### src/hw/exPkg.sv
//------------------------------------------------
// Execute stage package.
// Datapath width, function and branch encodings,
// and the control, flag and EX/MEM payload types.
//------------------------------------------------

package exPkg;

    localparam int DataWidth = 32; // Datapath width.

    // ------------------------------------------------
    // Encodings
    // ------------------------------------------------

    typedef enum logic [4:0] {
        FnAdd,   // Signed add, flags overflow.
        FnAddu,
        FnSub,   // Signed subtract, flags overflow.
        FnSubu,
        FnAnd,
        FnOr,
        FnXor,
        FnNor,
        FnSlt,   // Signed set-less-than.
        FnSltu,
        FnSll,   // Shifts by shamt.
        FnSrl,
        FnSra,
        FnSllv,  // Shifts by a[4:0].
        FnSrlv,
        FnSrav,
        FnLui,
        FnMult,  // Load HI/LO with product.
        FnMultu,
        FnMadd,  // Add product into HI/LO.
        FnMfhi,
        FnMflo
    } exFunc_e;

    typedef enum logic [1:0] {
        BrNone,
        BrEq,
        BrNe,
        BrJump
    } branchKind_e;

    // ------------------------------------------------
    // Structs
    // ------------------------------------------------

    typedef struct packed {
        logic        regWrite;
        logic        memRead;
        logic        memToReg;
        logic        memWrite;
        logic        aluSrc;    // Immediate replaces B.
        branchKind_e branch;
        exFunc_e     func;
    } exCtrl_t;

    typedef struct packed {
        logic c; // Carry out.
        logic z; // Zero.
        logic o; // Signed overflow.
        logic n; // Negative.
    } exFlags_t;

    typedef struct packed {
        logic [DataWidth-1:0] result;
        logic [DataWidth-1:0] rtData;     // Store data.
        logic [DataWidth-1:0] pcOut;      // Next program counter.
        logic [4:0]           rAddr;      // Destination register.
        exFlags_t             flags;
        logic                 regWrite;
        logic                 memRead;
        logic                 memToReg;
        logic                 memWrite;
        logic                 branchTaken;
    } exResult_t;

endpackage

### src/hw/exControl.sv
//------------------------------------------------
// Execute stage control.
// Selects result and flag source, resolves branches
// and jumps, and builds the EX/MEM payload.
//------------------------------------------------

`timescale 1ns/1ps

module exControl (
    input  exPkg::exCtrl_t              ctrl,
    input  logic [exPkg::DataWidth-1:0] pcIn,
    input  logic [exPkg::DataWidth-1:0] immediate,
    input  logic [exPkg::DataWidth-1:0] b,          // Store data.
    input  logic [4:0]                  rAddrIn,
    input  logic [exPkg::DataWidth-1:0] aluOut,
    input  exPkg::exFlags_t             aluFlags,
    input  logic [exPkg::DataWidth-1:0] accOut,
    input  exPkg::exFlags_t             accFlags,
    output logic                        accEn,      // HI/LO write enable.
    output exPkg::exResult_t            nextResult
);

    logic                        isMove;   // MFHI or MFLO.
    logic                        useAcc;   // Result from accumulator.
    logic                        isBranch;
    logic                        taken;
    logic [exPkg::DataWidth-1:0] pcPlus4;
    logic [exPkg::DataWidth-1:0] brTarget;
    logic [exPkg::DataWidth-1:0] pcNext;

    // ------------------------------------------------
    // Function decode
    // ------------------------------------------------

    always_comb begin
        accEn  = 1'b0;
        isMove = 1'b0;
        case (ctrl.func)
            exPkg::FnMult,
            exPkg::FnMultu,
            exPkg::FnMadd: accEn  = 1'b1;
            exPkg::FnMfhi,
            exPkg::FnMflo: isMove = 1'b1;
            default: begin
                accEn  = 1'b0;
                isMove = 1'b0;
            end
        endcase
    end

    assign useAcc = accEn | isMove;

    // ------------------------------------------------
    // Branch resolution
    // ------------------------------------------------

    always_comb begin
        case (ctrl.branch)
            exPkg::BrEq:   taken = aluFlags.z;  // Compare done by SUB.
            exPkg::BrNe:   taken = ~aluFlags.z;
            exPkg::BrJump: taken = 1'b1;
            default:       taken = 1'b0;
        endcase
    end

    assign isBranch = (ctrl.branch != exPkg::BrNone);
    assign pcPlus4  = pcIn + exPkg::DataWidth'(4);
    assign brTarget = pcPlus4 + (immediate << 2); // Word offset.

    always_comb begin
        if (!taken) begin
            pcNext = pcPlus4;
        end else if (ctrl.branch == exPkg::BrJump) begin
            pcNext = immediate; // Absolute target.
        end else begin
            pcNext = brTarget;
        end
    end

    // ------------------------------------------------
    // Payload
    // ------------------------------------------------

    always_comb begin
        nextResult.result      = useAcc ? accOut : aluOut;
        nextResult.flags       = useAcc ? accFlags : aluFlags;
        nextResult.rtData      = b;
        nextResult.pcOut       = pcNext;
        nextResult.rAddr       = rAddrIn;
        nextResult.regWrite    = ctrl.regWrite & ~isBranch; // No writeback on branch.
        nextResult.memRead     = ctrl.memRead;
        nextResult.memToReg    = ctrl.memToReg;
        nextResult.memWrite    = ctrl.memWrite;
        nextResult.branchTaken = taken;
    end

endmodule

### config.mk
export PLATFORM = sky130hd
export DESIGN_NAME = exControl
export DESIGN_NICKNAME = d
export VERILOG_FILES = /design/src/hw/exPkg.sv /design/src/hw/exControl.sv
export SDC_FILE = /design/constraint.sdc
export NUM_CORES = 1
export LEC_CHECK = 0
export BUFFER_PORTS_ARGS = -buffer_cell sky130_fd_sc_hd__buf_2
export CORE_MARGIN = 10
export CORE_UTILIZATION = 37
export DETAILED_ROUTE_END_ITERATION = 7
export PLACE_DENSITY = 0.81
export SYNTH_ARGS = -nofsm -noshare
export SYNTH_HDL_FRONTEND = slang
export SYNTH_SLANG_ARGS = --single-unit
### constraint.sdc
create_clock -name vclk -period 3.6
set_clock_uncertainty 0.2 [all_clocks]
set_input_delay 0.36 -clock vclk [all_inputs]
set_output_delay 0.36 -clock vclk [all_outputs]
set_load 0.005 [all_outputs]
=== Word level (Yosys, flattened, before mapping) ===
Cells that the tools add are included.

* Add/sub/neg operators: 2
* $mul: 0
* Div/mod/pow operators: 0
* Order comparisons: 0
* Equality and inequality tests: 8
* Shifts and indexed selects: 0
* Multiplexer cells: 7
* Bitwise operators: 4
* Reductions and logical operators: 3

{| class="wikitable"
|+ Operators with widths
! kind !! number
|-
| 2-to-1 mux 32 bit || 3
|-
| adder 32 x 3 -> 32 bit (second input constant) || 1
|-
| adder 32 bit || 1
|-
| equality test 5 bit (second input constant) || 5
|-
| equality test 2 bit (second input constant) || 2
|-
| 2-to-1 mux 4 bit || 1
|-
| one-hot mux 1 bit (3 select lines) || 1
|-
| OR reduction 3 bit || 1
|-
| equality test 2 x 1 -> 1 bit (second input constant) || 1
|-
| 2-to-1 mux 1 bit || 2
|-
| inverter 1 bit || 2
|-
| nonzero test 2 bit || 1
|-
| OR reduction 2 bit || 1
|-
| AND 1 bit || 1
|-
| bitwise OR 1 bit || 1
|}

* Register bits after elaboration: 0
* Latch bits: 0
* Memory bits (writable): 0
* Bits in read-only memories: 0
* Input bits: 185
* Output and inout port bits: 111
* Logic and storage cells: 24
* Memories: 0

=== Logic depth before layout (Yosys ltp) ===
* Depth after elaboration: 5
* Gate-level depth with buffers: 15
* Mapped depth without buffers: 15

=== Worst setup path before layout ===
No wires, ideal clock.

* Path kind: input to output
* From: in pcIn[7] (netlist bit)
* To: out nextResult[37] (netlist bit)
* Arrival time: 3.054 ns
* Required time: 3.040 ns
* Slack: -0.014 ns
* Cell stages on the path: 13
* Path buffers: 0
* Cell sequence: and4_1 > nand2_1 > or2_1 > nor2_1 > xor2_1 > ha_1 > a21oi_1 > nor2_1 > o41ai_1 > a21boi_1 > or4_1 > nand3_1 > a21oi_1

{| class="wikitable"
|+ RTL lines
! element !! RTL line !! text
|-
| start: declaration || exControl.sv:11 || <nowiki>input logic [exPkg::DataWidth-1:0] pcIn,</nowiki>
|-
| end: declaration || exControl.sv:20 || <nowiki>output exPkg::exResult_t nextResult</nowiki>
|}

==> impl_metrics.toml <==
[timing]
finalSetupViolations = 20
finalCritPeriodShare = 1.15
rsz0062_at_grt = "true"
hold_viol_final = 0
slew_headroom = 0.495
max_freq_mhz = 241
finalWorstSetupSlack_ns = -0.551
fin_crit_ns = 4.15
finalMaxSlewViolations = 0
tightest_slew_ns = 0.757

[setup_path]
path_cells = "buf_6 -> and4_4 -> nand2_4 -> or2_4 -> nor2_4 -> xor2_2 -> ha_1 -> buf_6 -> nand2_4 -> or3_4 -> o21ai_4 -> a41oi_2 -> o21ai_2 -> nand3_1 -> o311ai_1 -> buf_2"
cp.required_ns = 3.04
crit_family = "simple AND/OR/NAND/NOR gates"
cp_max_fo = 4
start_kind = "primary input"
slowest_stage = "or3_4"
crit_arrival_ns = 3.59
worst_setup_path_end_kind = "output port"
crit_buf_inv = 3
criticalPathCategory = "primary input to output port"
cpPeakStageDelay_ns = 0.40

[power_and_ir_drop]
vdd_drop_max_mv = 0.110
switchingPower_mw = 0.607
pwr-share-seq = 0
sw_frac_of_total = 0.510
powerDensity_nw_per_um2 = 173
p_clk_frac = 0
p_comb_frac = 1.000
intPower_mw = 0.582
leakagePower_nw = 3.23

[status]
violations = "negative setup slack"
status = "finished with violations"

[min_path]
hp-class = "primary input to output port"
hold_end = "nextResult[51]"
hold_path_depth = 0
min_from = "b[5]"

[synthesis]
ys_types = 60
synth_warnings = 0
postSynthCellCount = 523
yosysTopAreaCellShare = 0.131
synth_area_leader_cell = "ha_1"
synth_area_leaders = "ha_1, mux2_2, buf_4"
mappedNetlistArea_um2 = 3550
ys_top_cells_by_count = "nand2_1, nor2_1, a21oi_1, buf_4, ha_1"
syn_avg_cell_area_um2 = 6.78
synth.most_common_cell = "nand2_1"
synth-seq-area-share = 0
synth_fp_nets = 746

[floorplanning]
pin_count = 296
core_area_um2 = 9280
die-area_um2 = 13900
start_util = 0.382
fp.dieW_um = 118
rows = 35
die_h_um = 118

[final_layout]
num-clock-buffers = 0
antennaDiodeCount = 0
final_nets = 1066
fillCellCount = 629
drive_gt1_frac = 0.671
final_util = 0.739
final-seq-area_um2 = 0
design.seq.count = 0
syn_to_final_growth_pct = 93.5

[drt]
ant_nets = 0
routedWlPerCell_um = 23.4
drt_iter0_markers = 544
postRouteWirelength_um = 22700
drc = 0
dr.pass1.iters = 6
vias_per_cell = 6.02
vias = 5840

[global_routing]
antenna_found_initial = 0
grt_max_degree = 38
groute.usage.overall = 0.236
grt_pass1_wl_um = 27900
grt_pass1_vias = 5340
grt_overflow = 0

[cts]
cts_hold_buf = 0

[placed_design]
place_congestion = 0.934
dp.final_hpwl_um = 14100
portBuffers = 215
dp_worst_setup_slack_ns = -0.378

[job]
max-cap-violations = 0
-- per-stage QoR --
step           hold slack, ns  instances  instance area (um2)  setup TNS (ns)  total power [mW]
4_1_cts                 0.520        950                 5810           -1.86             0.927
3_3_place_gp            0.520        923                 5280           -3.68             0.836
5_1_grt                 0.520        970                 6860           -7.55              1.26
6_report                0.520        970                 6860           -5.90              1.19
2_1_floorplan           0.553        523                 3550               0             0.476
3_5_place_dp            0.520        923                 5280           -4.16             0.848
-- final cells by class --
type	instances	area, um2	area share
Tap cell	129	161	0.0235
Inverter	8	30.0	0.00438
Multi-Input combinational cell	456	4230	0.616
Timing Repair Buffer	377	2440	0.356
-- kinds of logic after synthesis --
logic type	share of synthesized area
compound gates	0.268
mux	0.120
xor+xnor	0.119
simple gates	0.243
fa+ha+maj	0.136
buf+inv	0.115
-- cell usage in the layout, fill, tap and decap left out, types with 7 or more instances in the layout --
master / n
inv_1: 7
nand4_1: 9
mux2_2: 30
nand2_2: 8
buf_4: 140
xnor2_1: 12
o21ai_2: 9
a21o_1: 15
ha_4: 15
nor2_4: 8
a21oi_1: 22
buf_6: 31
nand2_1: 48
o21ai_1: 17
nand3_1: 9
nor2_1: 38
a21oi_2: 23
xnor2_2: 10
a31oi_1: 8
xor2_1: 15
ha_1: 17
nor2_2: 8
buf_2: 205
-- power by group through the flow --
| stage | registers, mW | logic, mW | clock network, mW |
|---|---|---|---|
| floorplan | 0 | 0.476 | 0 |
| CTS | 0 | 0.927 | 0 |
| finish | 0 | 1.19 | 0 |
| detailed placement | 0 | 0.848 | 0 |
| global route | 0 | 1.26 | 0 |
| global placement | 0 | 0.836 | 0 |
-- metal layers --
metal / share of wire / track usage
met5: 0 / 0
met2: 0.50 / 0.455
met3: 0.089 / 0.0499
met4: 0.074 / 0.0595
met1: 0.34 / 0.250
-- worst max path at each step --
stage / endpoint / startpoint / cells after the start
2_1_floorplan: nextResult[45] / pcIn[7] / 13
3_3_place_gp: nextResult[45] / pcIn[7] / 17
3_5_place_dp: nextResult[45] / pcIn[7] / 17
4_1_cts: nextResult[45] / pcIn[12] / 17
5_1_grt: nextResult[43] / pcIn[7] / 16
6_report: nextResult[44] / pcIn[7] / 16
-- repair_timing --
item	4_1_cts	5_1_grt
endpoints found under the setup margin	20	22
pin swaps	51	111
setup buffers	27	23
gates resized for setup	69	162
cloned	0	0
No activity file was read; power rests on OpenSTA's default activity.
